===== src/common/gmii_rx_pkg.sv =====
package gmii_rx_pkg;

	// --------------------
	// Packet kinds
	// --------------------

	// Info byte at off_info
	typedef enum logic [7:0] {
		kind_video = 8'd0,
		kind_audio = 8'd1,
		kind_vidax = 8'd2
	} pkt_kind_t;

	// --------------------
	// Stream words
	// --------------------

	// One received byte with its payload tags
	typedef struct packed {
		logic [7:0] data;
		logic       video_byte;
		logic       aux_byte;
		logic       aux_start;
		logic       frame_end;
	} rx_beat_t;

	// Line prologue of a video frame
	typedef struct packed {
		logic [10:0] line;
		logic        odd;
	} line_info_t;

	typedef struct packed {
		logic        odd;
		logic [10:0] line;
		logic [15:0] pixels;
	} pixel_word_t;

	typedef struct packed {
		logic [11:0] chan_id;
		logic [11:0] sample;
	} aux_word_t;

	// --------------------
	// Header layout
	// --------------------

	// Byte offsets counted from the first preamble byte
	localparam logic [10:0] off_eth_type = 11'h14;
	localparam logic [10:0] off_ip_ver   = 11'h16;
	localparam logic [10:0] off_ip_proto = 11'h1f;
	localparam logic [10:0] off_ip_dst   = 11'h26;
	localparam logic [10:0] off_udp_dst  = 11'h2c;
	localparam logic [10:0] off_info     = 11'h32;
	localparam logic [10:0] off_payload  = 11'h33;

	// Accepted protocol values
	localparam logic [15:0] eth_type_ipv4 = 16'h0800;
	localparam logic [7:0]  ip_ver_ihl5   = 8'h45;
	localparam logic [7:0]  ip_proto_udp  = 8'd17;

	// Sample bytes per audio block hold 32 samples
	localparam int aux_block_bytes = 48;

endpackage


===== src/aux/aux_unpacker.sv =====
`timescale 1ns/10ps

module aux_unpacker import gmii_rx_pkg::*; (
	input  logic      clk125,
	input  logic      sys_rst,
	input  rx_beat_t  beat,
	output logic      wr_en,
	output aux_word_t wr_data
);

	localparam int cnt_w = $clog2(aux_block_bytes);

	localparam logic [2:0] st_idle = 3'd0;
	localparam logic [2:0] st_hdr1 = 3'd1;
	localparam logic [2:0] st_hdr2 = 3'd2;
	localparam logic [2:0] st_a    = 3'd3;
	localparam logic [2:0] st_b    = 3'd4;
	localparam logic [2:0] st_c    = 3'd5;

	logic [2:0]       state;
	logic [cnt_w-1:0] byte_cnt;
	logic [11:0]      chan_id;
	logic [3:0]       blocks_left;
	logic [7:0]       lo_byte;
	logic [3:0]       nib;

	// --------------------
	// Block FSM
	// --------------------

	always_ff @(posedge clk125) begin
		if (sys_rst) begin
			state    <= st_idle;
			byte_cnt <= '0;
			wr_en    <= 1'b0;
		end else begin
			wr_en <= 1'b0;
			if (beat.frame_end) begin
				state <= st_idle;
			end else if (beat.aux_byte) begin
				if (beat.aux_start) begin
					// Start byte is always header byte 1
					state <= st_hdr2;
				end else begin
					case (state)
						st_hdr1: state <= st_hdr2;
						st_hdr2: begin
							state    <= st_a;
							byte_cnt <= '0;
						end
						st_a: state <= st_b;
						st_b: begin
							state <= st_c;
							wr_en <= 1'b1;
						end
						st_c: begin
							wr_en <= 1'b1;
							if (byte_cnt != cnt_w'(aux_block_bytes - 1))
								state <= st_a;
							else if (blocks_left == 4'd1)
								state <= st_idle;
							else
								state <= st_hdr1;
						end
						default: state <= st_idle;
					endcase
					if (state == st_a || state == st_b || state == st_c)
						byte_cnt <= byte_cnt + 1'b1;
				end
			end
		end
	end

	// Channel header and sample bytes
	always_ff @(posedge clk125) begin
		if (beat.aux_byte) begin
			if (beat.aux_start || state == st_hdr1)
				chan_id[7:0] <= beat.data;
			if (!beat.aux_start) begin
				case (state)
					st_hdr2: begin
						chan_id[11:8] <= beat.data[3:0];
						blocks_left   <= beat.data[7:4];
					end
					st_a: lo_byte <= beat.data;
					st_b: begin
						nib     <= beat.data[7:4];
						wr_data <= {chan_id, beat.data[3:0], lo_byte};
					end
					st_c: wr_data <= {chan_id, beat.data, nib};
					default: ;
				endcase
			end
		end
	end

	assert property (@(posedge clk125) disable iff (sys_rst)
		wr_en |-> $past(beat.aux_byte));

endmodule


===== config.mk =====
export PLATFORM = sky130hd
export DESIGN_NAME = aux_unpacker
export DESIGN_NICKNAME = d
export VERILOG_FILES = /design/src/common/gmii_rx_pkg.sv /design/src/aux/aux_unpacker.sv
export SDC_FILE = /design/constraint.sdc
export NUM_CORES = 1
export LEC_CHECK = 0
export BUFFER_PORTS_ARGS = -buffer_cell sky130_fd_sc_hd__buf_2
export CAP_MARGIN = 30
export CORE_ASPECT_RATIO = 0.75
export CORE_MARGIN = 5
export CORE_UTILIZATION = 52
export CTS_BUF_LIST = sky130_fd_sc_hd__clkbuf_8
export DETAILED_ROUTE_END_ITERATION = 8
export GPL_ROUTABILITY_DRIVEN = 0
export GPL_TIMING_DRIVEN = 0
export PLACE_DENSITY = 0.77
export SLEW_MARGIN = 30
export SYNTH_ARGS = -nofsm -noshare
export SYNTH_HDL_FRONTEND = slang
export SYNTH_SLANG_ARGS = --single-unit
export TNS_END_PERCENT = 100

===== constraint.sdc =====
create_clock -name clk125 -period 1.9 [get_ports clk125]
set_clock_uncertainty 0.15 [all_clocks]
set_input_delay 0.38 -clock clk125 [delete_from_list [all_inputs] [get_ports clk125]]
set_output_delay 0.38 -clock clk125 [all_outputs]
set_load 0.05 [all_outputs]

==> flow_summary.toml, run 1 <==
[cts]
cts.repair.resized = 3
clockRootBuffer = "clkbuf_8"
cts.clk_slew.worst_paths_ps = 60
tritoncts = "built"
clock-sinks = 62
postCtsSetupBuffers = 0
ctsHoldBuffers = 0
insertion_delay_ps = 330
htreeDepth = 3
tritoncts.num_buffers = 9
clk_path_buf_depth = 2

[worst_setup_path]
cp-end-kind = "flop"
rr_worst_depth = 5
worstReg2RegStart = "state[1]"
worst-path-max-fanout = 10
critPathKind = "flop to flop"
reg2reg_slack_ps = 80
crit_arrival_ps = 1750
cp-start-kind = "flop"
cp.required_ps = 1830
r2r-end = "wr_data[9]"

[power]
power_mw = 2.61
pwr-share-seq = 0.570
p_clk_frac = 0.407
power_density_mw_per_mm2 = 923
swShare = 0.199
internal-power_mw = 2.09
power_frac_comb = 0.023
netSwitchingPower_mw = 0.521
vdd_drop_max_v = 0.000539
power.leakage_nw = 1.04

[logic_synthesis]
ys.flop_type = "edfxtp_1"
async_flop_share = 0
synth_area_leaders = "edfxtp_1, dfxtp_1, mux2_2"
yosys_warnings = 0
ys_types = 38
synthMostInstantiatedCell = "edfxtp_1"
syn_area_per_cell_um2 = 16.5
synth-seq-cells = 62
synthCells = 144
synth_edf_count = 52
ys_seq_area_frac = 0.742
syn_nets = 160
netlist.area_leader.share = 0.658
synth_top_area_cell = "edfxtp_1"
yosys-top-cells-count = "edfxtp_1, mux2_2, dfxtp_1, nor2_1, a21oi_1"
syn-cell-area_mm2 = 0.00237

[timing]
setup_viol = 0
finalHoldViolCount = 0
fin_crit_ps = 1820
fmax_ghz = 0.549
layout_setup_ws_ps = 80.1
drv_slew = 0
hold_ws_ps = 128
tightest_slew_ps = 666
slew-limit-headroom = 0.553
grt_setup_unrepaired = "no"
fin_crit_sh = 0.958
tns_ps = 0

[grt]
grt_max_degree = 25
grt_pass1_wl_um = 6720
antenna_found_initial = 0
first_global_vias = 1364
grt.total_usage = 0.158
grt_overflow_total = 0

[worst_hold_path]
min-delay-start = "beat[5]"
hp-class = "primary input to flop"
min_to = "chan_id[1]"
min_path_cells = 1

[detailed_routing]
drc = 0
antenna_left = 0
initialDrtViolationCount = 67
routed_wl_um = 4240
wl_per_cell_um = 16.8
viasPerCell = 5.45
dr.pass1.iters = 4
vias = 1373

[placement]
dp_hpwl_um = 2910
place_inst = 237
placedInstanceArea_mm2 = 0.00264
io_buffers = 36
dp_slack_ps = -397

[layout]
areaGrowthSynthToFinish_pct = 19.1
layout-drive-gt1-share = 0.374
n_antenna_cell = 0
nets = 207
final_util = 0.637
fin_cells = 252
final_area_mm2 = 0.00283

[floorplanning]
die_area_mm2 = 0.00603
die_w_um = 88.0
fp.dieH_um = 68.5
ios = 39
core_area_mm2 = 0.00444
rows = 21
start_util = 0.535

[job]
maxCapViolations = 0

[status]
outcome = "completed"
## registers in the layout, summed over array words and instances (netlist names)
name / count
wr_data: 24
state: 3
blocks_left: 4
wr_en: 1
chan_id: 12
nib: 4
lo_byte: 8
byte_cnt: 6
## placed cells by master, fill, tap and decap left out, types with 2 or more instances in the layout
master       n
clkinvlp_4   2
or3_1        5
buf_2       37
dfxtp_1     10
buf_6        2
and3_1       2
inv_1        6
nor2b_1      2
o21ai_0      2
nor3b_1      2
nor2_1       7
ha_1         2
mux2_2      12
nand3_1      3
a21oi_1      6
mux2i_1      2
clkbuf_8     9
nand2_1      4
o32ai_1      3
edfxtp_1    52
## power by group through the flow
| stage | Sequential (mW) | Combinational (mW) | Clock, mW |
|---|---|---|---|
| after detailed placement | 1.52 | 0.0594 | 0 |
| final | 1.49 | 0.0600 | 1.06 |
| after CTS | 1.49 | 0.0600 | 1.08 |
| after global routing | 1.49 | 0.0670 | 1.15 |
| after global placement | 1.52 | 0.0557 | 0 |
| after floorplan | 1.52 | 0.0273 | 0 |
## cell type report
| cell class | instances | area, µm² |
|---|---|---|
| Sequential cell | 62 | 1760 |
| Clock inverter | 6 | 56.3 |
| Buffer | 6 | 43.8 |
| Tap cell | 57 | 71.3 |
| Multi-Input combinational cell | 72 | 574 |
| Timing Repair Buffer | 36 | 180 |
| Clock buffer | 9 | 124 |
| Fill cell | 311 | 1610 |
| Inverter | 4 | 15.0 |
## cells by family (layout without fill, tap and decap cells)
| kind of cell | Yosys count | in the layout | share of synthesized area |
|---|---|---|---|
| XOR/XNOR | 1 | 1 | 0.00369 |
| adder cells (fa/ha/maj) | 2 | 2 | 0.0105 |
| AO/OA/AOI/OAI | 20 | 20 | 0.0622 |
| buffers and inverters | 10 | 61 | 0.0232 |
| multiplexers | 14 | 14 | 0.0654 |
| flip-flops | 62 | 62 | 0.742 |
| AND/OR/NAND/NOR | 35 | 35 | 0.0928 |
## critical path: stages (launching register included)
cell and delay (ps):
dfxtp_1 330, buf_6 150, and2b_1 200, nand2_1 160
buf_4 230, mux2_2 360
## worst max path at each step
stage,startpoint,to,slack [ps],cells past startpoint
after global routing,state[1],state[2],0.9,6
after global placement,beat[2],wr_data[11],-310,3
after floorplan,state[1],wr_data[0],90,4
after CTS,state[1],wr_data[9],60,5
after detailed placement,beat[2],wr_data[11],-400,3
final,state[1],wr_data[9],80,5
## layer usage
metal / GRT usage / wire [µm] / share of wire
met1: 0.189 / 1760 / 0.42
met2: 0.254 / 2060 / 0.49
met3: 0.0689 / 361 / 0.085
met4: 0.0623 / 57 / 0.013
met5: 0 / 0 / 0
(Power assumes the default switching activity.)
==> run 2: changes to the inputs <==
--- a/config.mk
+++ b/config.mk
@@ -15,6 +15,7 @@
 export GPL_ROUTABILITY_DRIVEN = 0
 export GPL_TIMING_DRIVEN = 0
 export PLACE_DENSITY = 0.77
+export REMOVE_ABC_BUFFERS = 1
 export SLEW_MARGIN = 30
 export SYNTH_ARGS = -nofsm -noshare
 export SYNTH_HDL_FRONTEND = slang
==> flow_summary.toml, run 2 (synthesis results as in run 1) <==
[status]
outcome = "completed"

[worst_setup_path]
crit_chain = "inv_1 > ha_1 > nor3b_1 > a21oi_1 > o21ai_0 > o221a_2"
crit_arrival_ps = 1850
cp_slowest_cell = "dfxtp_4"
max_stage_delay_ps = 410
worstReg2RegStart = "state[1]"
cp-start-kind = "flop"
cp.required_ps = 2010
reg2reg_slack_ps = 160
cp-end-kind = "flop"
r2r-end = "state[1]"
worst-path-max-fanout = 10
rr_worst_depth = 6
critPathKind = "flop to flop"

[grt]
grt_max_degree = 25
first_global_vias = 1279
grt_overflow_total = 0
antenna_found_initial = 0
grt.total_usage = 0.147
grt_pass1_wl_um = 6200

[timing]
fin_crit_sh = 0.917
grt_setup_unrepaired = "no"
layout_setup_ws_ps = 157
setup_viol = 0
tightest_slew_ps = 533
fin_crit_ps = 1740
hold_ws_ps = 138
slew-limit-headroom = 0.642
finalHoldViolCount = 0
fmax_ghz = 0.574
drv_slew = 0

[layout]
regMostFlops = "wr_data"
final_common_cell = "edfxtp_1"
final_util = 0.623
final_cell_mix = "edfxtp_1, buf_2, mux2_2"
largest_reg_flops = 24
layout-drive-gt1-share = 0.395
reg_top3 = "wr_data: 24 flops, chan_id: 12 flops, lo_byte: 8 flops"
nets = 203
n_antenna_cell = 0
areaGrowthSynthToFinish_pct = 16.5

[placement]
io_buffers = 37
dp_hpwl_um = 2810
dp_slack_ps = -92.3

[power]
power.leakage_nw = 1.01
power_mw = 2.44
vdd_drop_max_v = 0.000542
power_density_mw_per_mm2 = 882

[worst_hold_path]
min_path_cells = 1
min-delay-start = "beat[5]"
hp-class = "primary input to flop"
min_to = "chan_id[1]"

[detailed_routing]
routed_wl_um = 4000
antenna_left = 0
drc = 0
initialDrtViolationCount = 57
wl_per_cell_um = 16.2
vias = 1319
viasPerCell = 5.34
dr.pass1.iters = 4

[cts]
cts.repair.resized = 2
ctsHoldBuffers = 0
clock-sinks = 62
cts.clk_slew.worst_paths_ps = 60
insertion_delay_ps = 320
htreeDepth = 3
postCtsSetupBuffers = 0
clockRootBuffer = "clkbuf_8"
tritoncts.num_buffers = 9
tritoncts = "built"
clk_path_buf_depth = 2

[job]
maxCapViolations = 0

[floorplanning]
ios = 39
die_w_um = 88.0
die_area_mm2 = 0.00603
core_area_mm2 = 0.00444
start_util = 0.535
rows = 21
fp.dieH_um = 68.5
-- run 2: changes by cell type in the layout (fill, tap and decap cells not counted), moves of 2 or more --
cell      delta
buf_6        -2
clkinv_2     +2
dfxtp_1      -3
dfxtp_2      +2
inv_1        -2
-- run 2: area by class of cell --
type                    count  area [µm²]
well taps                  57        71.3
inverters                   4        15.0
clock inverters             5        28.8
clock buffers               9         124
fillers                   329        1680
multi-input cells          72         568
repair buffers             38         190
flip-flops and latches     62        1770
-- run 2: worst max path at each step --
| stage | from | endpoint | slack (ps) | cells after the start |
|---|---|---|---|---|
| 6_report | state[1] | state[1] | 160 | 6 |
| 5_1_grt | state[1] | state[1] | 30 | 6 |
| 4_1_cts | state[0] | chan_id[7] | 80 | 2 |
| 3_5_place_dp | state[1] | wr_data[0] | -90 | 3 |
| 3_3_place_gp | state[1] | chan_id[9] | -720 | 2 |
| 2_1_floorplan | state[1] | blocks_left[0] | -120 | 2 |
-- run 2: through the flow --
step / std cells / area (µm²) / TNS, ps
2_1_floorplan: 138 / 2330 / -961
3_3_place_gp: 232 / 2590 / -14800
3_5_place_dp: 233 / 2600 / -3210
4_1_cts: 247 / 2760 / 0
5_1_grt: 247 / 2770 / 0
6_report: 247 / 2770 / 0
-- run 2: layer usage --
layer / vias to the layer above / global-route usage / share of wire
li1: 638 / - / -
met1: 637 / 0.186 / 0.43
met2: 42 / 0.217 / 0.48
met3: 2 / 0.0760 / 0.086
met4: 0 / 0.0528 / 0.0025
met5: - / 0 / 0
-- run 2: worst max-delay path: cells and delay by family (launching register included) --
kind	cells	cell delay (ps)
buffers and inverters	1	100
AND/OR/NAND/NOR	1	220
adder cells (fa/ha/maj)	1	380
AO/OA/AOI/OAI	3	430
flip-flops	1	410
-- run 2: where the power goes --
part	internal, mW	switching, mW
sequential	1.48	0.00662
combinational	0.0206	0.0357
clock	0.447	0.444
