<file path="src/common/gmii_rx_pkg.sv">
package gmii_rx_pkg;

	// --------------------
	// Packet kinds
	// --------------------

	// Info byte at off_info
	typedef enum logic [7:0] {
		kind_video = 8'd0,
		kind_audio = 8'd1,
		kind_vidax = 8'd2
	} pkt_kind_t;

	// --------------------
	// Stream words
	// --------------------

	// One received byte with its payload tags
	typedef struct packed {
		logic [7:0] data;
		logic       video_byte;
		logic       aux_byte;
		logic       aux_start;
		logic       frame_end;
	} rx_beat_t;

	// Line prologue of a video frame
	typedef struct packed {
		logic [10:0] line;
		logic        odd;
	} line_info_t;

	typedef struct packed {
		logic        odd;
		logic [10:0] line;
		logic [15:0] pixels;
	} pixel_word_t;

	typedef struct packed {
		logic [11:0] chan_id;
		logic [11:0] sample;
	} aux_word_t;

	// --------------------
	// Header layout
	// --------------------

	// Byte offsets counted from the first preamble byte
	localparam logic [10:0] off_eth_type = 11'h14;
	localparam logic [10:0] off_ip_ver   = 11'h16;
	localparam logic [10:0] off_ip_proto = 11'h1f;
	localparam logic [10:0] off_ip_dst   = 11'h26;
	localparam logic [10:0] off_udp_dst  = 11'h2c;
	localparam logic [10:0] off_info     = 11'h32;
	localparam logic [10:0] off_payload  = 11'h33;

	// Accepted protocol values
	localparam logic [15:0] eth_type_ipv4 = 16'h0800;
	localparam logic [7:0]  ip_ver_ihl5   = 8'h45;
	localparam logic [7:0]  ip_proto_udp  = 8'd17;

	// Sample bytes per audio block hold 32 samples
	localparam int aux_block_bytes = 48;

endpackage

</file>
<file path="src/source/udp_header_match.sv">
`timescale 1ns/10ps

module udp_header_match import gmii_rx_pkg::*; #(
	parameter logic [31:0] local_ip   = {8'd192, 8'd168, 8'd0, 8'd1},
	parameter logic [15:0] local_port = 16'd12345,
	parameter int          video_end  = 1332
) (
	input  logic       clk125,
	input  logic       sys_rst,
	input  logic [7:0] rxd,
	input  logic       rx_dv,
	input  logic       id,
	output rx_beat_t   beat,
	output line_info_t line_out
);

	logic [10:0] rx_count;
	logic        dv_q;
	logic        matched;
	pkt_kind_t   kind;

	logic [15:0] eth_type;
	logic [7:0]  ip_ver;
	logic [7:0]  ip_proto;
	logic [31:0] ip_dst;
	logic [15:0] udp_dst;

	logic hdr_ok;
	logic vid_kind;
	logic video_tag;
	logic aux_tag;
	logic aux_start_tag;

	// Board select raises the last address octet
	assign hdr_ok = eth_type == eth_type_ipv4 && ip_ver == ip_ver_ihl5 &&
		ip_proto == ip_proto_udp && udp_dst == local_port &&
		ip_dst == {local_ip[31:8], local_ip[7:0] + {7'd0, id}};

	assign vid_kind = kind == kind_video || kind == kind_vidax;

	// --------------------
	// Payload tags
	// --------------------

	assign video_tag = rx_dv && matched && vid_kind &&
		rx_count >= off_payload + 11'd2 && rx_count < 11'(video_end);
	assign aux_tag = rx_dv && matched &&
		((kind == kind_audio && rx_count >= off_payload) ||
		(kind == kind_vidax && rx_count >= 11'(video_end)));
	assign aux_start_tag = rx_dv && matched &&
		((kind == kind_audio && rx_count == off_payload) ||
		(kind == kind_vidax && rx_count == 11'(video_end)));

	always_ff @(posedge clk125) begin
		if (sys_rst) begin
			rx_count <= '0;
			dv_q     <= 1'b0;
			matched  <= 1'b0;
			kind     <= kind_video;
			beat     <= '0;
		end else begin
			dv_q            <= rx_dv;
			beat.data       <= rxd;
			beat.video_byte <= video_tag;
			beat.aux_byte   <= aux_tag;
			beat.aux_start  <= aux_start_tag;
			beat.frame_end  <= dv_q && !rx_dv;
			if (rx_dv) begin
				// Hold at the top so long frames do not wrap into the header
				if (rx_count != '1)
					rx_count <= rx_count + 11'd1;
				if (rx_count == off_info) begin
					kind    <= pkt_kind_t'(rxd);
					matched <= hdr_ok && (rxd == kind_video || rxd == kind_audio ||
						rxd == kind_vidax);
				end
			end else begin
				rx_count <= '0;
				matched  <= 1'b0;
			end
		end
	end

	// --------------------
	// Field capture
	// --------------------

	always_ff @(posedge clk125) begin
		if (rx_dv) begin
			case (rx_count)
				off_eth_type:         eth_type[15:8] <= rxd;
				off_eth_type + 11'd1: eth_type[7:0]  <= rxd;
				off_ip_ver:           ip_ver         <= rxd;
				off_ip_proto:         ip_proto       <= rxd;
				off_ip_dst:           ip_dst[31:24]  <= rxd;
				off_ip_dst + 11'd1:   ip_dst[23:16]  <= rxd;
				off_ip_dst + 11'd2:   ip_dst[15:8]   <= rxd;
				off_ip_dst + 11'd3:   ip_dst[7:0]    <= rxd;
				off_udp_dst:          udp_dst[15:8]  <= rxd;
				off_udp_dst + 11'd1:  udp_dst[7:0]   <= rxd;
				default: ;
			endcase
			// Line prologue of accepted video frames
			if (matched && vid_kind && rx_count == off_payload)
				line_out.line[7:0] <= rxd;
			if (matched && vid_kind && rx_count == off_payload + 11'd1) begin
				line_out.line[10:8] <= rxd[2:0];
				line_out.odd        <= rxd[4];
			end
		end
	end

	assert property (@(posedge clk125) disable iff (sys_rst)
		!(beat.video_byte && beat.aux_byte));
	assert property (@(posedge clk125) disable iff (sys_rst)
		beat.aux_start |-> beat.aux_byte);

endmodule

</file>
<file path="config.mk">
export PLATFORM = sky130hd
export DESIGN_NAME = udp_header_match
export DESIGN_NICKNAME = d
export VERILOG_FILES = /design/src/common/gmii_rx_pkg.sv /design/src/source/udp_header_match.sv
export SDC_FILE = /design/constraint.sdc
export NUM_CORES = 1
export LEC_CHECK = 0
export BUFFER_PORTS_ARGS = -buffer_cell sky130_fd_sc_hd__buf_2
export CAP_MARGIN = 5
export CORE_MARGIN = 4
export CORE_UTILIZATION = 40
export CTS_BUF_LIST = sky130_fd_sc_hd__clkbuf_8
export CTS_CLUSTER_SIZE = 25
export DETAILED_ROUTE_END_ITERATION = 16
export MAX_ROUTING_LAYER = met4
export PLACE_DENSITY = 0.61
export SLEW_MARGIN = 15
export SYNTH_ARGS = -nofsm -noshare
export SYNTH_HDL_FRONTEND = slang
export SYNTH_SLANG_ARGS = --single-unit
</file>
<file path="constraint.sdc">
create_clock -name clk125 -period 2.7 [get_ports clk125]
set_input_delay 0.54 -clock clk125 [delete_from_list [all_inputs] [get_ports clk125]]
set_output_delay 0.54 -clock clk125 [all_outputs]
set_load 0.02 [all_outputs]
</file>
==> run metrics, run 1 <==
drt via density 5.10; power share of the clock group 42.4%; Netlist Area Pre-Place roughly 4500 µm²; synth cell count leaders 92 x edfxtp_1, 33 x dfxtp_1, 28 x nor2_1; synthesized netlist cell count 289; vias in the first global route 2,586; power per cell area 716 nW/µm²; I/O Buffers 35; Hold Fails Final Rpt 0; measured slew at the worst slew-check pin 0.537 ns; unrepaired setup endpoints after global routing false; initial core utilization 40.9%; Cell Int Power 2.92 mW; I/O pin count 36; switch share 21.9%; Synth area leaders edfxtp_1 62%, dfxtp_1 15%, nor2_1 2.4%; Syn-to-layout area delta 17.2%; sequential fraction of the synthesis area around three quarters; die width 114 µm; CP Launch Type flop; H-Tree Depth 4; Final period util 83.6%; Fin Clk Skew about 0.012 ns; Mapped Nets 305; DP Worst Slack 0.371 ns; critical path arrival around 2.4 ns; CP Data Required Time 2.79 ns; critical path type reg2reg; Final WS setup 0.442 ns; Die Height 114 µm; WL/cell 17.5 µm; cell taking the most area after synthesis edfxtp_1; Root Buffer clkbuf_8; Tot Pwr 3.74 mW; Setup TNS 0 ns; FP Rows 38; post_cts resized 0; Die ar. ~13,000 µm²; DRC violations left 0; Gate power share between 2 and 2.5%; Synth Register Bits around 130; Max Cap Viol 0; remaining global-route overflow 0; clk slew on worst S/H paths 0.07 ns; Fmax achieved 0.443 GHz; Final Critical Period 2.26 ns; initial DRC count 178; initial antenna violation count 0; Reg power frac 55.3%; clock sink count 125; status completed; fin cells 495; Most used DFF post-synth edfxtp_1; Synth cell types 39; via count 2,526; peak supply drop ~0.35 mV; fillcell total 954; Setup Fix Bufs, Post-CTS 0; post-layout util between 40% and 50%; number of synthesized flops with an enable pin 92; Max-Slew Margin vs Limit 63.3%; placer's final routability congestion estimate roughly 0.85; Setup-failing EPs final 0; Worst setup EP type flop; hold_buf cts 0; largest net degree at the start of global routing 20; worst-skew pair later-pin latency 0.42 ns; first-pass GRT wire length roughly 14,000 µm; hold crit path type in2reg; CTS tree yes; Final Instance Area 5230 µm²; synth warn 0; core box area 10,900 µm²; fin. max-slew vios 0; CP max FO 8; first-pass iteration count of the detailed router 4; Lkg Pwr 1.81 nW; share of the synthesized area in the top cell type 62.0%; hold slack ~0.38 ns; CTS buffer count 17; most frequent cell after synthesis edfxtp_1; number of nets with antenna violations after routing 0; post-synthesis area per instance 15.4 µm²; Max Root-Sink Buffers 2; Tot GR Track Use 14.7%; antenna diode count 0; placed cells 464; drt total wl just under 9000 µm; share of post-route cells with drive strength above 1 21.1%; Async SR Flop Fraction 0%; P_sw around 0.8 mW; Area after DPL 4830 µm²; hpwl dp 5610 µm; Final nets 359
[logic make-up after synthesis]
group | after synthesis | share of synthesized area [%]
flip-flops | 125 | 76.8
AND/OR/NAND/NOR | 115 | 15.4
AO/OA/AOI/OAI | 19 | 2.47
buffers and inverters | 10 | 0.842
XOR/XNOR | 8 | 1.57
multiplexers | 8 | 1.80
adder cells (fa/ha/maj) | 4 | 1.12
[cell type report]
type	instances	area (µm²)	share of cell area [%]
well taps	140	175	3.35
clock inverters	14	161	3.09
repair buffers	41	220	4.21
inverters	4	15.0	0.287
multi-input cells	154	996	19.1
flip-flops and latches	125	3420	65.5
clock buffers	17	234	4.48
[path summary, 6_finish.rpt]
kind / start / end / slack, ns / depth (start not counted)
max: rx_count[6] / eth_type[13] / 0.44 / 5
min reg2reg: dv_q / beat[0] / 0.47 / 1
max reg2reg: rx_count[6] / eth_type[13] / 0.44 / 5
min: rx_dv / beat[0] / 0.38 / 2
[power by group through the flow]
stage | Sequential, mW | Clock [mW] | Combinational, mW
2_1_floorplan | 2.12 | 0 | 0.0200
3_3_place_gp | 2.11 | 0 | 0.0888
3_5_place_dp | 2.11 | 0 | 0.0875
4_1_cts | 2.07 | 1.62 | 0.0876
5_1_grt | 2.07 | 1.71 | 0.0945
6_report | 2.07 | 1.59 | 0.0856
[worst max-delay path, stage by stage (launching register included)]
cell,delay (ns)
dfxtp_1,0.35
nor3_1,0.24
nor3b_2,0.44
nand4b_1,0.19
nor3b_1,0.33
and2_1,0.39
[registers in the layout (all words and copies together) (netlist names)]
| register | cells |
|---|---|
| beat | 12 |
| ip_proto | 8 |
| dv_q | 1 |
| matched | 1 |
| kind | 8 |
| ip_ver | 8 |
| ip_dst | 32 |
| rx_count | 11 |
| udp_dst | 16 |
| eth_type | 16 |
| line_out | 12 |
[per-layer routing]
metal | track usage (%) | routed length (µm) | vias up
met5 | - | 0 | -
met4 | 4.97 | 123 | 0
met3 | 4.77 | 439 | 9
met2 | 22.6 | 4240 | 59
met1 | 18.4 | 3840 | 1242
li1 | - | - | 1216
[cells in the final DEF, fill, tap and decap left out, types with 2 or more instances in the layout]
cell type	Yosys	layout
a211oi_1	2	2
a21oi_1	9	9
and2_1	5	5
and3_1	3	3
and4_1	5	5
and4b_1	4	4
buf_2	0	35
buf_4	0	6
bufinv_16	0	2
clkbuf_8	0	17
clkinv_4	0	4
clkinvlp_4	0	2
dfxtp_1	33	33
edfxtp_1	92	92
ha_1	4	4
inv_1	4	4
inv_6	0	4
mux2i_1	8	8
nand2_1	9	9
nand2b_1	2	2
nand3_1	7	7
nand4_1	11	11
nand4b_1	2	2
nor2_1	28	28
nor2b_1	9	9
nor3_1	2	2
nor3b_1	2	2
nor4_1	12	12
nor4b_1	4	4
o21ai_0	3	3
or4_1	3	3
xnor2_1	2	2
xor2_1	6	6
Note: power is estimated with default switching activity, not from simulation.
==> run 2: changes to the inputs <==
--- a/config.mk
+++ b/config.mk
@@ -13,7 +13,7 @@
 export CTS_CLUSTER_SIZE = 25
 export DETAILED_ROUTE_END_ITERATION = 16
 export MAX_ROUTING_LAYER = met4
-export PLACE_DENSITY = 0.61
+export PLACE_DENSITY = 0.63
 export SLEW_MARGIN = 15
 export SYNTH_ARGS = -nofsm -noshare
 export SYNTH_HDL_FRONTEND = slang
==> constraint.sdc (replaced) <==
create_clock -name clk125 -period 2 [get_ports clk125]
set_input_delay 0.4 -clock clk125 [delete_from_list [all_inputs] [get_ports clk125]]
set_output_delay 0.4 -clock clk125 [all_outputs]
set_load 0.02 [all_outputs]
==> run 2 against run 1 <==
  * The run now ends with negative setup slack left
  * Via count increased by 3.3%
  * Fmax increased by 12%
  * Global-route usage increased by 0.065 points
  * Register-to-register slack got worse by 0.46 ns
  * Critical endpoint is now matched
  * Clock power increased by 24%
  * Utilization increased by 2.1 points
  * Critical path depth unchanged
==> run metrics, run 2 (synthesis results as in run 1) <==
reg2reg end matched; Most flops, register ip_dst; die width 114 µm; reg-to-reg slack, setup -0.01 ns; worst-case reg-to-reg path depth 5; Tot GR Track Use 14.8%; antenna diode count 0; clock sink count 125; failing checks negative setup slack; critical path type reg2reg; measured slew at the worst slew-check pin 0.470 ns; I/O pin count 36; most common cell after layout, fill and taps aside edfxtp_1; Syn-to-layout area delta 22.3%; number of nets with antenna violations after routing 0; Setup TNS -0.0140 ns; WL/cell 16.7 µm; core box area 10,900 µm²; fillcell total a little over 900; Setup-failing EPs final 1; Root Buffer clkbuf_8; vias in the first global route 2,579; post-layout util 50.0%; worst-skew pair later-pin latency roughly 0.42 ns; share of post-route cells with drive strength above 1 26.7%; most frequent cells in the layout 92 x edfxtp_1, 35 x buf_2, 33 x dfxtp_1; Lkg Pwr 1.96 nW; hold slack 0.266 ns; via count about 2,600; Worst setup EP type flop; first-pass iteration count of the detailed router 4; WP depth 5; remaining global-route overflow 0; Crit path top cell by count or4_4; hold crit path type in2reg; FP Rows 38; Largest regs ip_dst (32), eth_type (16), udp_dst (16); worst setup path endpoint matched; drt via density 5.04; Max Root-Sink Buffers 2; r2r startpoint ip_dst[6]; H-Tree Depth 4; I/O Buffers 35; Final nets 381; max incr delay on CP 0.55 ns; hold_buf cts 0; Die Height about 110 µm; CTS buffer count 17; initial core utilization between 40% and 50%; max reg flops 32; Max-Slew Margin vs Limit 68.6%; number of buffers and inverters on the critical path 0; Hold Fails Final Rpt 0; DRC violations left 0; CP Launch Type flop; power per cell area 897 nW/µm²; unrepaired setup endpoints after global routing true; Final WS setup -0.0140 ns; Setup Fix Bufs, Post-CTS 0; Final period util 101%; Fin Clk Skew 0.00785 ns; Cell Chain, Critical Path or4_4 -> nor4_2 -> nand4_1 -> or4_4 -> o21ai_2; Final Critical Period 2.01 ns; Max Cap Viol 0; peak supply drop 0.426 mV; largest net degree at the start of global routing 19; CTS tree yes; clk slew on worst S/H paths 0.07 ns; initial DRC count between 200 and 250; Die ar. 12,900 µm²; CP startpoint ip_dst[6]; placer's final routability congestion estimate 0.844; critical path arrival 2.37 ns; hpwl dp 5700 µm; fin. max-slew vios 0; CP Data Required Time between 2 and 2.5 ns; first-pass GRT wire length 13,800 µm; drt total wl 8640 µm; CP max stage cell or4_4; Fmax achieved 0.497 GHz; initial antenna violation count 0; status finished with violations; kind of cell adding the most delay to the critical path simple AND/OR/NAND/NOR gates; CP max FO 1
[run 2: stage by stage]
stage          setup WS [ns]  instance area, µm²  power [mW]  instances
3_3_place_gp          -0.137                5040        2.98        486
6_report             -0.0140                5450        4.89        518
4_1_cts              0.00928                5420        4.93        518
3_5_place_dp          -0.193                5040        2.98        486
2_1_floorplan         0.0625                4460        2.89        289
5_1_grt              -0.0881                5450        5.06        518
[run 2: area by class of cell]
cell class                      count  area [µm²]  share of cell area, %
Clock buffer                       18         248                   4.55
Clock inverter                     14         114                   2.09
Inverter                            4        15.0                  0.276
Multi-Input combinational cell    154        1040                   19.1
Sequential cell                   125        3420                   62.8
Tap cell                          140         175                   3.21
Timing Repair Buffer               63         435                   7.99
[run 2: how the worst min path moves through the flow]
stage / from / end / cells after the start
after floorplan: dv_q / beat[0] / 1
after global placement: dv_q / beat[0] / 1
after detailed placement: dv_q / beat[0] / 1
after CTS: rx_dv / beat[0] / 2
after global routing: rx_dv / beat[0] / 2
final: rx_dv / beat[0] / 2
[run 2: report_power, final]
part	total, mW	internal, mW	switching, mW
logic	0.122	0.0368	0.0847
registers	2.80	2.79	0.00613
clock network	1.97	1.10	0.870
total	4.89	3.92	0.961
[run 2: routing by layer]
layer  share of wire, %  GRT usage (%)  wire [µm]  up-vias
met5                  0              -          0        -
met4                1.3           5.29        108        0
met3                5.9           4.62        508       15
met2                 47           21.7       4040       68
met1                 46           19.4       3990     1265
li1                   -              -          -     1262
[run 2: what timing repair did]
action / CTS / global route
endpoints found under the hold margin: 0 / 0
pin swaps: 4 / 6
setup endpoints to repair: 1 / 61
gates resized for setup: 2 / 8
==> run 3: changes to the inputs <==
--- a/config.mk
+++ b/config.mk
@@ -14,6 +14,7 @@
 export DETAILED_ROUTE_END_ITERATION = 16
 export MAX_ROUTING_LAYER = met4
 export PLACE_DENSITY = 0.63
+export RECOVER_POWER = 50
 export SLEW_MARGIN = 15
 export SYNTH_ARGS = -nofsm -noshare
 export SYNTH_HDL_FRONTEND = slang
==> run 3 against run 2 <==
  * Worst setup slack lost 0.00091 ns
  * Clock power is essentially flat
  * Sequential share of layout area grew 0.52 points
  * Highest routed layer unchanged
  * Combinational power shrank 8%
  * Global-route usage is the same
  * The flow still finishes with violations (negative setup slack)
==> run metrics, run 3 (synthesis results as in run 1) <==
critical path type reg2reg; hpwl dp 5700 µm; drt total wl ~8600 µm; max reg flops 32; clk slew on worst S/H paths 0.07 ns; vias in the first global route 2,579; reg2reg end matched; die width 114 µm; Hold Fails Final Rpt 0; Setup-failing EPs final 1; peak supply drop 0.424 mV; H-Tree Depth 4; CP Data Required Time 2.36 ns; first-pass GRT wire length 13,800 µm; placer's final routability congestion estimate 0.844; CTS buffer count 17; I/O pin count 36; initial antenna violation count 0; Max Root-Sink Buffers 2; failing checks negative setup slack; Root Buffer clkbuf_8; Final nets 381; Max-Slew Margin vs Limit 44.7%; DRC violations left 0; Most flops, register ip_dst; Largest regs ip_dst (32), eth_type (16), udp_dst (16); share of post-route cells with drive strength above 1 20.4%; I/O Buffers 35; CP Launch Type flop; fin cells 518; placed cells roughly 490; drt via density 5.05; Tot GR Track Use roughly 15%; worst-skew pair later-pin latency roughly 0.42 ns; most frequent cells in the layout 92 x edfxtp_1, 33 x dfxtp_1, 28 x nor2_1; status finished with violations; remaining global-route overflow 0; Lkg Pwr roughly 1.9 nW; initial DRC count between 200 and 250; FP Rows 38; Worst setup EP type flop; initial core utilization 40.9%; Max Cap Viol 0; largest net degree at the start of global routing 19; critical path arrival around 2.4 ns; r2r startpoint ip_dst[6]; Final Critical Period 2.01 ns; hold_buf cts 0; most common cell after layout, fill and taps aside edfxtp_1; via count about 2,600; reg-to-reg slack, setup -0.01 ns; DP Worst Slack -0.193 ns; Die Height between 100 and 150 µm; Setup TNS -0.0149 ns; CTS tree yes; Final period util 101%; power per cell area 903 nW/µm²; hold crit path type in2reg; WL/cell 16.7 µm; clock sink count between 100 and 150; post-layout util 49.6%; number of nets with antenna violations after routing 0; Fmax achieved approximately 0.50 GHz; fin. max-slew vios 0; core box area 10,900 µm²; unrepaired setup endpoints after global routing true; first-pass iteration count of the detailed router 5; CP max FO 1; Die ar. 12,900 µm²; antenna diode count 0; measured slew at the worst slew-check pin 0.829 ns; Syn-to-layout area delta 21.3%; CP startpoint ip_dst[6]; worst-case reg-to-reg path depth 5; Fin Clk Skew 0.00863 ns; Final WS setup -0.0149 ns; worst setup path endpoint matched
==> run 3: stage by stage <==
| step | instance area, µm² | power (mW) | hold WS [ns] |
|---|---|---|---|
| final | 5400 | 4.88 | 0.271 |
| after global routing | 5400 | 5.06 | 0.283 |
| after CTS | 5420 | 4.93 | 0.259 |
| after detailed placement | 5040 | 2.98 | 0.451 |
| after global placement | 5040 | 2.98 | 0.450 |
| after floorplan | 4460 | 2.89 | 0.439 |
==> run 3: worst min-delay path by stage <==
stage           from       to  slack (ns)  depth (start not counted)
2_1_floorplan   dv_q  beat[0]        0.44                          1
3_3_place_gp    dv_q  beat[0]        0.45                          1
3_5_place_dp    dv_q  beat[0]        0.45                          1
4_1_cts        rx_dv  beat[0]        0.26                          2
5_1_grt        rx_dv  beat[0]        0.28                          2
6_report       rx_dv  beat[0]        0.27                          2
==> run 3: repair_timing <==
| item | in CTS | in global routing |
|---|---|---|
| buffers inserted | 0 | 0 |
| pin swaps | 4 | 6 |
| endpoints found under the setup margin | 1 | 61 |
| gates resized for setup | 2 | 8 |
==> run 3: worst max-delay path: stages, from the launching register on <==
cell,delay (ns)
edfxtp_1,0.37
or4_4,0.52
nor4_2,0.27
nand4_1,0.13
or4_4,0.55
o21ai_2,0.11
==> run 3: area by class of cell <==
cell class              instances  area [µm²]
multi-input cells             154        1040
flip-flops and latches        125        3420
well taps                     140         175
fillers                       935        5480
clock buffers                  18         248
clock inverters                14         114
inverters                       4        15.0
repair buffers                 63         390
==> run 3: power by group <==
part	total (mW)	switching, mW	internal, mW	leakage [nW]
clock network	1.97	0.871	1.10	0.212
registers	2.80	0.00632	2.79	1.10
logic	0.112	0.0847	0.0271	0.571
==> run 3: metal layers <==
layer / global-route usage, % / routed length (µm) / vias to the layer above
met5: - / 0 / -
met4: 5.29 / 79 / 0
met3: 4.62 / 490 / 8
met2: 21.7 / 4070 / 68
met1: 19.4 / 4000 / 1277
li1: - / - / 1262
