--- src/common/gmii_rx_pkg.sv ---
package gmii_rx_pkg;

	// --------------------
	// Packet kinds
	// --------------------

	// Info byte at off_info
	typedef enum logic [7:0] {
		kind_video = 8'd0,
		kind_audio = 8'd1,
		kind_vidax = 8'd2
	} pkt_kind_t;

	// --------------------
	// Stream words
	// --------------------

	// One received byte with its payload tags
	typedef struct packed {
		logic [7:0] data;
		logic       video_byte;
		logic       aux_byte;
		logic       aux_start;
		logic       frame_end;
	} rx_beat_t;

	// Line prologue of a video frame
	typedef struct packed {
		logic [10:0] line;
		logic        odd;
	} line_info_t;

	typedef struct packed {
		logic        odd;
		logic [10:0] line;
		logic [15:0] pixels;
	} pixel_word_t;

	typedef struct packed {
		logic [11:0] chan_id;
		logic [11:0] sample;
	} aux_word_t;

	// --------------------
	// Header layout
	// --------------------

	// Byte offsets counted from the first preamble byte
	localparam logic [10:0] off_eth_type = 11'h14;
	localparam logic [10:0] off_ip_ver   = 11'h16;
	localparam logic [10:0] off_ip_proto = 11'h1f;
	localparam logic [10:0] off_ip_dst   = 11'h26;
	localparam logic [10:0] off_udp_dst  = 11'h2c;
	localparam logic [10:0] off_info     = 11'h32;
	localparam logic [10:0] off_payload  = 11'h33;

	// Accepted protocol values
	localparam logic [15:0] eth_type_ipv4 = 16'h0800;
	localparam logic [7:0]  ip_ver_ihl5   = 8'h45;
	localparam logic [7:0]  ip_proto_udp  = 8'd17;

	// Sample bytes per audio block hold 32 samples
	localparam int aux_block_bytes = 48;

endpackage

--- src/video/video_packer.sv ---
`timescale 1ns/10ps

module video_packer import gmii_rx_pkg::*; (
	input  logic        clk125,
	input  logic        sys_rst,
	input  rx_beat_t    beat,
	input  line_info_t  line_in,
	output logic        wr_en,
	output pixel_word_t wr_data
);

	// Low while waiting for the first byte of a pair
	logic       phase;
	logic [7:0] hi_byte;

	// --------------------
	// Pair assembly
	// --------------------

	always_ff @(posedge clk125) begin
		if (sys_rst) begin
			phase <= 1'b0;
			wr_en <= 1'b0;
		end else begin
			wr_en <= 1'b0;
			if (beat.frame_end || !beat.video_byte) begin
				phase <= 1'b0;
			end else if (!phase) begin
				phase <= 1'b1;
			end else begin
				phase <= 1'b0;
				wr_en <= 1'b1;
			end
		end
	end

	// Word contents follow the same pair phase
	always_ff @(posedge clk125) begin
		if (beat.video_byte && !phase)
			hi_byte <= beat.data;
		if (beat.video_byte && phase) begin
			wr_data.odd    <= line_in.odd;
			wr_data.line   <= line_in.line;
			wr_data.pixels <= {hi_byte, beat.data};
		end
	end

	// One write per two video bytes at most
	assert property (@(posedge clk125) disable iff (sys_rst)
		wr_en |=> !wr_en);

endmodule

--- config.mk ---
export PLATFORM = sky130hd
export DESIGN_NAME = video_packer
export DESIGN_NICKNAME = d
export VERILOG_FILES = /design/src/common/gmii_rx_pkg.sv /design/src/video/video_packer.sv
export SDC_FILE = /design/constraint.sdc
export NUM_CORES = 1
export LEC_CHECK = 0
export BUFFER_PORTS_ARGS = -buffer_cell sky130_fd_sc_hd__clkbuf_2
export CAP_MARGIN = 10
export CORE_UTILIZATION = 30
export CTS_CLUSTER_DIAMETER = 50
export CTS_CLUSTER_SIZE = 16
export DETAILED_ROUTE_END_ITERATION = 12
export SLEW_MARGIN = 20
export SYNTH_ARGS = -nofsm -noshare
export SYNTH_HDL_FRONTEND = slang
export SYNTH_SLANG_ARGS = --single-unit
--- constraint.sdc ---
create_clock -name clk125 -period 2.2 [get_ports clk125]
set_clock_uncertainty 0.15 [all_clocks]
set_input_delay 0.22 -clock clk125 [delete_from_list [all_inputs] [get_ports clk125]]
set_output_delay 0.22 -clock clk125 [all_outputs]
set_load 0.05 [all_outputs]
==> results of run 1 <==
## cells by family after synthesis
family and count (synthesis):
AND/OR/NAND/NOR 4, flip-flops 38
## state kept, by name, summed over array words and instances (netlist names)
signal	cells
wr_en	1
wr_data	28
phase	1
hi_byte	8
## worst max path at each step
stage	slack, ns	from	cells after the start	end
after detailed placement	0.71	phase	2	wr_data[23]
after global routing	0.61	sys_rst	4	phase
after floorplan	0.59	phase	1	wr_data[0]
after global placement	0.77	phase	2	wr_data[23]
after CTS	0.66	sys_rst	4	phase
final	0.64	sys_rst	4	phase
## metal layers
layer / track usage [%] / part of all wire, % / vias up / routed length, um
met2: 18.35 / 50 / 37 / 1000
met4: 7.500 / 0.70 / 0 / 14
li1: - / - / 334 / -
met5: 0 / 0 / - / 0
met1: 10.58 / 40 / 311 / 789
met3: 4.286 / 9.5 / 2 / 190
## cell usage after synthesis, drive strengths merged
library cell / instances / area share, %
dfxtp: 2 / 3.4
edfxtp: 36 / 93
nor2b: 1 / 0.54
and2: 1 / 0.54
and4bb: 1 / 1.1
nor4b: 1 / 1.3
## placed cells by master, fill, tap and decap left out
| cell | instances |
|---|---|
| nor4b_2 | 1 |
| dlygate4sd3_1 | 22 |
| and2_1 | 1 |
| buf_12 | 1 |
| edfxtp_1 | 36 |
| and4bb_2 | 1 |
| clkbuf_8 | 6 |
| buf_4 | 1 |
| clkbuf_1 | 1 |
| clkinv_2 | 1 |
| clkbuf_2 | 52 |
| dfxtp_1 | 2 |
| nor2b_1 | 1 |
## per-stage QoR
| stage | worst slack (ns) | cells | hold WS [ns] |
|---|---|---|---|
| 2_1_floorplan | 0.5859 | 42 | 0.1427 |
| 3_3_place_gp | 0.7745 | 144 | 0.2485 |
| 3_5_place_dp | 0.7128 | 144 | 0.2486 |
| 4_1_cts | 0.6628 | 174 | 0.1281 |
| 5_1_grt | 0.6077 | 174 | 0.1327 |
| 6_report | 0.6372 | 174 | 0.1362 |
## final cells by class
cell class	instances	share of cell area, %
clock inverters	1	0.2749
clock buffers	7	4.742
flip-flops and latches	38	61.58
well taps	48	3.299
repair buffers	76	27.90
multi-input cells	4	2.199
## power by group
part	switching [uW]	internal, uW
Clock	219	252
Combinational	55.5	49.8
Sequential	4.85	813
==> key figures, run 1 <==
Outcome
  – Status: complete, no violations

Place
  – Gpl congestion: 0.6208
  – Buffers on Ports: 52
  – DP HPWL: 1312 um
  – Area after DPL: 1509 um2

Final layout
  – Finished Core Util: 49.36%
  – Ratio of cells with drive above 1 in the final layout: 50.00%
  – Synth-to-layout area growth: 56.79%
  – Finished Cell Area: 1821 um2
  – Diode count: 0
  – Filler Cell Count: 341
  – Area of the multi-input gates: 40.04 um2
  – Reg area: 1121 um2
  – Net count, final: 151

Timing
  – Fin Setup TNS: 0 ns
  – Slew headroom: 71.98%
  – Final Hold Fails: 0
  – Worst-Margin Slew: 0.4195 ns
  – Fmax: 0.6399 GHz
  – Final period utilization: 71.04%
  – RSZ-0062 raised after global routing: false
  – Post-layout min period: 1.563 ns
  – Final Setup Violations: 0
  – Slew Limit Fails: 0

Detailed routing
  – Detailed-router iteration count before antenna repair: 4
  – Vias: 684
  – Iteration-0 DRC Markers: 23
  – Post-route antenna net violation count: 0
  – Avg Vias per Cell: 3.931
  – Final WL: 1995 um
  – Drt drc: 0
  – Wirelength per Cell: 11.47 um

Logic synthesis
  – Syn. warnings: 0
  – Syn Inst Count: 42
  – Post-Synthesis Net Count: 68
  – Synth Area in XOR/XNOR: 0%
  – Largest family of logic cells by synthesized area: simple AND/OR/NAND/NOR gates
  – Compound-gate portion of the synthesized area: 0%
  – Simple-Gate Fraction of Synth Area: 3.448%
  – Unique masters post-synth: 6
  – Sequential share of the synthesized area: 96.55%
  – Post-synthesis cell area: 1161 um2
  – Post-Synth Adder-Cell Area: 0%
  – Syn Area/Cell: 27.65 um2
  – Mux cell area share after synthesis: 0%
  – Yosys reg bits: 38

Clock tree
  – Post-CTS setup buffer count: 0
  – # H-tree levels: 2
  – CTS Hold Bufs: 22
  – Num CTS Buffers: 5
  – Insertion delay to the later sink of the worst-skew pair: 0.28 ns
  – Post-CTS sizing: 0
  – Clock Pin Slew Worst Setup and Hold Paths: 0.07 ns
  – CTS tree: built
  – Clock tree sinks: 38
  – CTS root buffer: clkbuf_8
  – Clock buffer depth: 2

Worst setup path
  – CP delay by family, top: buffers and inverters
  – Flop-to-flop setup slack: 0.74 ns
  – Worst path required time: 2.27 ns
  – Crit path launch type: input port
  – FF-to-FF End: wr_data[0]
  – CP max stage delay: 0.57 ns
  – Crit path capture type: flop
  – Slowest CP cell: dlygate4sd3_1
  – Cell Chain, Critical Path: dlygate4sd3_1 > clkbuf_2 > nor4b_2 > dlygate4sd3_1
  – Reg2reg start: phase
  – CP bufs+invs: 3
  – R2R depth: 2
  – Worst Path Max Fanout: 2
  – Crit path DAT: 1.63 ns
  – Top cell by count, worst path: dlygate4sd3_1
  – Setup CP Type: in -> reg

Power
  – Total power: 1395 uW
  – Peak supply drop: 436.5 uV
  – Leak: 0.0007320 uW
  – PwrDens: 766.5 nW/um2

Global routing
  – Vias in the first global route: 705
  – GRT overflow: 0
  – Initial antenna violation count: 0
  – Pin count of the biggest net entering global routing: 22
  – Aggregate global-route resource usage: 10.75%
  – Global-route wire length before repair: 3084 um

Min path
  – Hold path start: beat[3]
  – Worst Hold Depth: 2
  – Hold EP: wr_en
  – HP Class: in -> reg

Floorplan
  – Die height: 64.21 um
  – Die width: 64.21 um
  – Top Ports: 55
  – Initial Util: 31.48%
  – Area of the die: 4123 um2
  – Core Area: 3689 um2
  – Row count: 22

Flow run
  – Maxcap violations: 0
Power figures use the tool's default switching activity.
==> run 2: changes to the inputs <==
==> constraint.sdc (replaced) <==
create_clock -name clk125 -period 1.55 [get_ports clk125]
set_clock_uncertainty 0.15 [all_clocks]
set_input_delay 0.155 -clock clk125 [delete_from_list [all_inputs] [get_ports clk125]]
set_output_delay 0.155 -clock clk125 [all_outputs]
set_load 0.05 [all_outputs]
==> run 2 against run 1 <==
Global-route usage up 0.089 points. Sequential share of layout area stayed put. Worst hold slack worse by 0.11 ns. Critical path type is now reg -> out. Critical endpoint is now wr_data[1]. Highest routed layer unchanged.
==> key figures, run 2 (synthesized netlist as in run 1, its figures left out) <==
Worst setup path
  – CP bufs+invs: 1
  – CP delay by family, top: flip-flops
  – Setup CP Type: reg -> out
  – CP max stage delay: 0.38 ns
  – Worst path required time: 1.24 ns
  – Crit path DAT: 0.92 ns
  – Crit path launch type: flop
  – FF-to-FF End: wr_data[22]
  – Reg2reg start: phase
  – Cell Chain, Critical Path: clkbuf_2
  – R2R depth: 2
  – Crit path capture type: primary output
  – Slowest CP cell: edfxtp_1
  – Flop-to-flop setup slack: 0.32 ns
  – Worst Path Max Fanout: 1

Floorplan
  – Row count: 22
  – Top Ports: 55
  – Die height: 64.21 um
  – Die width: 64.21 um
  – Core Area: 3689 um2
  – Area of the die: 4123 um2
  – Initial Util: 31.48%

Place
  – DP HPWL: 1265 um
  – Gpl congestion: 0.6097
  – Area after DPL: 1518 um2
  – Buffers on Ports: 52
  – Post-Place Setup Slack: 0.3301 ns

Clock tree
  – # H-tree levels: 2
  – Clock tree sinks: 38
  – CTS root buffer: clkbuf_8
  – Post-CTS setup buffer count: 0
  – CTS tree: built
  – Insertion delay to the later sink of the worst-skew pair: 0.28 ns
  – Clock buffer depth: 2
  – Clock Pin Slew Worst Setup and Hold Paths: 0.07 ns
  – Num CTS Buffers: 5

Power
  – Sw power: 392.6 uW
  – Internal: 1539 uW
  – Seq pwr share: 60.1%
  – PwrDens: 1061 nW/um2
  – Combinational Power Share: 7.9%
  – Total power: 1931 uW
  – Leak: 0.0007322 uW
  – Clock power share: 32.0%
  – Peak supply drop: 679.3 uV
  – Switching fraction of total power: 20.33%

Final layout
  – Filler Cell Count: 333
  – Synth-to-layout area growth: 56.79%
  – Ratio of cells with drive above 1 in the final layout: 51.18%
  – Diode count: 0
  – Finished Cell Area: 1821 um2
  – Highest-count cells in the layout ignoring fill and taps: 52 x clkbuf_2, 36 x edfxtp_1, 22 x dlygate4sd3_1
  – Flip-flop count of the largest register after layout: 28
  – Commonest non-fill, non-tap cell in the layout: clkbuf_2
  – Largest registers: wr_data x28, hi_byte x8
  – Top reg by flops: wr_data
  – Net count, final: 152

Flow run
  – Maxcap violations: 0

Outcome
  – Status: complete, no violations

Global routing
  – GRT overflow: 0
  – Aggregate global-route resource usage: 10.84%
  – Global-route wire length before repair: 3070 um
  – Pin count of the biggest net entering global routing: 29
  – Vias in the first global route: 729
  – Initial antenna violation count: 0

Timing
  – Final Hold Fails: 0
  – Slew Limit Fails: 0
  – Slew headroom: 80.44%
  – Worst-Margin Slew: 0.2946 ns
  – RSZ-0062 raised after global routing: false
  – Min Hold Slack: 0.02225 ns
  – Worst Slack Setup Final: 0.3240 ns
  – Fmax: 0.8157 GHz
  – Final Setup Violations: 0
  – Post-layout min period: 1.226 ns
  – Fin Setup TNS: 0 ns
  – Final period utilization: 79.10%

Detailed routing
  – Iteration-0 DRC Markers: 18
  – Post-route antenna net violation count: 0
  – Vias: 691
  – Drt drc: 0
  – Final WL: 1960 um
  – Wirelength per Cell: 11.20 um
  – Avg Vias per Cell: 3.949
  – Detailed-router iteration count before antenna repair: 4

Min path
  – HP Class: in -> reg
  – Hold EP: phase
  – Worst Hold Depth: 2
  – Hold path start: beat[3]
[run 2: layer usage]
metal	global-route usage [%]	share of wire [%]
met1	10.04	37
met2	17.82	51
met3	7.321	10
met4	5.833	2.3
met5	0	0
[run 2: area by class of cell]
type,instances,area (um2),share of cell area (%)
clock buffers,6,72.57,3.986
flip-flops and latches,38,1121,61.58
clock inverters,2,10.01,0.5498
repair buffers,77,515.5,28.32
multi-input cells,4,41.29,2.268
well taps,48,60.06,3.299
[run 2: through the flow]
step	cells	util [%]
2_1_floorplan	42	-
3_3_place_gp	145	41.15
3_5_place_dp	145	41.15
4_1_cts	175	49.36
5_1_grt	175	49.36
6_report	175	49.36
[run 2: worst max path at each step]
stage	cells after the start	start	slack (ns)	to
2_1_floorplan	1	phase	0.22	wr_data[0]
3_3_place_gp	2	phase	0.37	wr_data[23]
3_5_place_dp	2	phase	0.33	wr_data[25]
4_1_cts	4	beat[0]	0.05	phase
5_1_grt	1	wr_data[1]	0.27	wr_data[1]
6_report	1	wr_data[1]	0.32	wr_data[1]
[run 2: worst register-to-register path, delay by kind of cell (launching register included)]
kind	cells	cell delay, ns
buf+inv	1	0.19
simple gates	1	0.19
flops	1	0.39
[run 2: repair_timing]
action / in CTS / in global routing
endpoints found under the setup margin: 0 / 1
hold buffers: 22 / 1
endpoints found under the hold margin: 29 / 1
resized for setup: 0 / 0
[run 2: power by group through the flow]
| stage | Sequential, uW | Clock [uW] | Combinational, uW |
|---|---|---|---|
| after detailed placement | 1180 | 0 | 111 |
| after CTS | 1160 | 653 | 153 |
| after global placement | 1180 | 0 | 108 |
| after global routing | 1160 | 698 | 162 |
| after floorplan | 1230 | 0 | 12.1 |
| final | 1160 | 618 | 152 |
==> run 3: changes to the inputs <==
--- a/config.mk
+++ b/config.mk
@@ -5,6 +5,7 @@
 export SDC_FILE = /design/constraint.sdc
 export NUM_CORES = 1
 export LEC_CHECK = 0
+export ABC_AREA = 1
 export BUFFER_PORTS_ARGS = -buffer_cell sky130_fd_sc_hd__clkbuf_2
 export CAP_MARGIN = 10
 export CORE_UTILIZATION = 30
==> constraint.sdc (replaced) <==
create_clock -name clk125 -period 1.2 [get_ports clk125]
set_clock_uncertainty 0.15 [all_clocks]
set_input_delay 0.12 -clock clk125 [delete_from_list [all_inputs] [get_ports clk125]]
set_output_delay 0.12 -clock clk125 [all_outputs]
set_load 0.05 [all_outputs]
==> run 3 against run 2 <==
Count of clock-buffer cells in the layout decreased by 1. Register-to-register slack got worse by 0.24 ns. Sequential power increased by 29%. Largest cell class unchanged.
==> key figures, run 3 <==
Outcome
  – Status: complete, no violations

Logic synthesis
  – Synth top area share: 93.20%
  – Sequential share of the synthesized area: 96.66%
  – Syn Area/Cell: 24.16 um2
  – Count leader, synth: edfxtp_1
  – Simple-Gate Fraction of Synth Area: 1.726%
  – Post-Synth Adder-Cell Area: 0%
  – Post-synthesis cell area: 1160 um2
  – Top post-synthesis cells by count: 36 x edfxtp_1, 5 x inv_1, 3 x nor2_1, 2 x dfxtp_1
  – Share of async-settable or async-resettable flops after synthesis: 0%
  – Post-Synthesis Net Count: 74
  – Unique masters post-synth: 6
  – Syn. warnings: 0
  – Mux cell area share after synthesis: 0%
  – Synth area leader: edfxtp_1
  – Post-synth top flop: edfxtp_1
  – Largest family of logic cells by synthesized area: simple AND/OR/NAND/NOR gates
  – Area contributors post-synth: edfxtp_1 93%, dfxtp_1 3.5%, inv_1 1.6%, nor2_1 0.97%, nand3_1 0.43%
  – Synth Area in XOR/XNOR: 0%
  – Syn Inst Count: 48
  – EDFF count, synth: 36
  – Compound-gate portion of the synthesized area: 0%
  – Yosys reg bits: 38

Final layout
  – Highest-count cells in the layout ignoring fill and taps: 41 x clkbuf_2, 36 x edfxtp_1, 23 x dlygate4sd3_1
  – Top reg by flops: wr_data
  – Flip-flop count of the largest register after layout: 28
  – Net count, final: 159
  – Synth-to-layout area growth: 63.54%
  – Largest registers: wr_data x28, hi_byte x8
  – Diode count: 0
  – Ratio of cells with drive above 1 in the final layout: 49.25%
  – Final std cells w/o fill: 182
  – Commonest non-fill, non-tap cell in the layout: clkbuf_2

Timing
  – Final Hold Fails: 0
  – Fmax: 0.8563 GHz
  – Post-layout min period: 1.168 ns
  – RSZ-0062 raised after global routing: true
  – Slew Limit Fails: 0
  – Slew headroom: 81.40%
  – Min Hold Slack: 0.2175 ns
  – Worst-Margin Slew: 0.2801 ns
  – Final Setup Violations: 0
  – Final period utilization: 97.32%

Clock tree
  – CTS root buffer: clkbuf_8
  – Clock tree sinks: 38
  – # H-tree levels: 2
  – Num CTS Buffers: 5
  – Clock buffer depth: 2
  – CTS tree: built
  – Insertion delay to the later sink of the worst-skew pair: 0.28 ns
  – Clock Pin Slew Worst Setup and Hold Paths: 0.07 ns
  – Post-CTS setup buffer count: 0

Power
  – PwrDens: 1559 nW/um2
  – Peak supply drop: 850.6 uV
  – Clock power share: 42.5%
  – Combinational Power Share: 6.8%
  – Internal: 2418 uW
  – Sw power: 539.0 uW
  – Leak: 0.0007739 uW
  – Switching fraction of total power: 18.23%
  – Seq pwr share: 50.7%
  – Total power: 2957 uW

Floorplan
  – Die width: 64.18 um
  – Initial Util: 31.45%
  – Area of the die: 4119 um2
  – Die height: 64.18 um
  – Row count: 22
  – Top Ports: 55
  – Core Area: 3689 um2

Detailed routing
  – Detailed-router iteration count before antenna repair: 4
  – Avg Vias per Cell: 3.940
  – Final WL: 2031 um
  – Iteration-0 DRC Markers: 32
  – Vias: 717
  – Drt drc: 0
  – Wirelength per Cell: 11.16 um
  – Post-route antenna net violation count: 0

Global routing
  – Grt met2 use: 18.22%
  – Met3 Usage GRT: 4.821%
  – Pin count of the biggest net entering global routing: 23
  – Global-route wire length before repair: 3042 um
  – M1 GR Usage: 11.10%
  – Gr busiest metal: met2
  – Vias in the first global route: 710
  – Aggregate global-route resource usage: 10.54%
  – Initial antenna violation count: 0
  – GRT overflow: 0

Worst setup path
  – Worst Path Max Fanout: 1
  – Flop-to-flop setup slack: 0.08 ns
  – Slowest CP cell: edfxtp_1
  – Crit path DAT: 0.90 ns
  – Crit path capture type: primary output
  – CP bufs+invs: 1
  – Setup CP Type: reg -> out
  – CP delay by family, top: flip-flops
  – Crit path launch type: flop
  – CP max stage delay: 0.38 ns
  – Worst path required time: 0.93 ns
  – Cell Chain, Critical Path: clkbuf_2

Place
  – Gpl congestion: 0.6140
  – DP HPWL: 1234 um
  – Buffers on Ports: 52
  – Placed insts: 151

Flow run
  – Maxcap violations: 0

Min path
  – HP Class: in -> reg
## run 3: cell count changes after synthesis
cell      delta
nand2_1      +1
nor2b_1      -1
nor4b_2      -1
and2_1       -1
nor2_1       +3
inv_1        +5
nand3_1      +1
and4bb_2     -1
## run 3: power groups by stage
stage	clock [uW]	sequential (uW)	combinational [uW]
2_1_floorplan	0	1580	16.5
3_3_place_gp	0	1530	137
3_5_place_dp	0	1530	141
4_1_cts	1290	1500	200
5_1_grt	1340	1500	214
6_report	1260	1500	200
## run 3: per-layer routing
layer / share of wire, % / routed length, um
met5: 0 / 0
met2: 54 / 1098
met4: 0.39 / 8
met3: 6.8 / 138
met1: 39 / 785
## run 3: cells by family after synthesis
logic type	Yosys count
flip-flops	38
AND/OR/NAND/NOR	5
buffers and inverters	5
## run 3: repair_timing
item | in CTS | in global routing
gates resized for setup | 1 | 12
gates cloned | 0 | 0
hold buffers | 23 | 0
setup endpoints to repair | 1 | 11
pin swaps | 0 | 0
endpoints found under the hold margin | 30 | 0
## run 3: metrics by stage
stage	area, um2	utilization (%)	setup TNS (ns)	setup slack, ns
3_5_place_dp	1523	41.28	0	0.09450
5_1_grt	1897	51.42	-0.005570	-0.005570
2_1_floorplan	1167	-	-2.492	-0.08227
4_1_cts	1893	51.32	0	0.0001421
6_report	1897	51.42	0	0.03220
3_3_place_gp	1523	41.28	0	0.1042
## run 3: final timing paths
path         startpoint     endpoint  cells after the start
max reg2reg       phase   wr_data[8]                      3
min reg2reg  hi_byte[4]  wr_data[12]                      0
max          wr_data[3]   wr_data[3]                      1
min             beat[3]   hi_byte[1]                      4
## run 3: cell type report
| cell class | count | area, um2 |
|---|---|---|
| inverter | 5 | 22.52 |
| timing repair buffer | 78 | 531.8 |
| multi-input combinational | 5 | 22.52 |
| sequential | 38 | 1122 |
| fill | 322 | 1792 |
| clock inverter | 3 | 68.82 |
| tap | 48 | 60.06 |
| clock buffer | 5 | 68.82 |
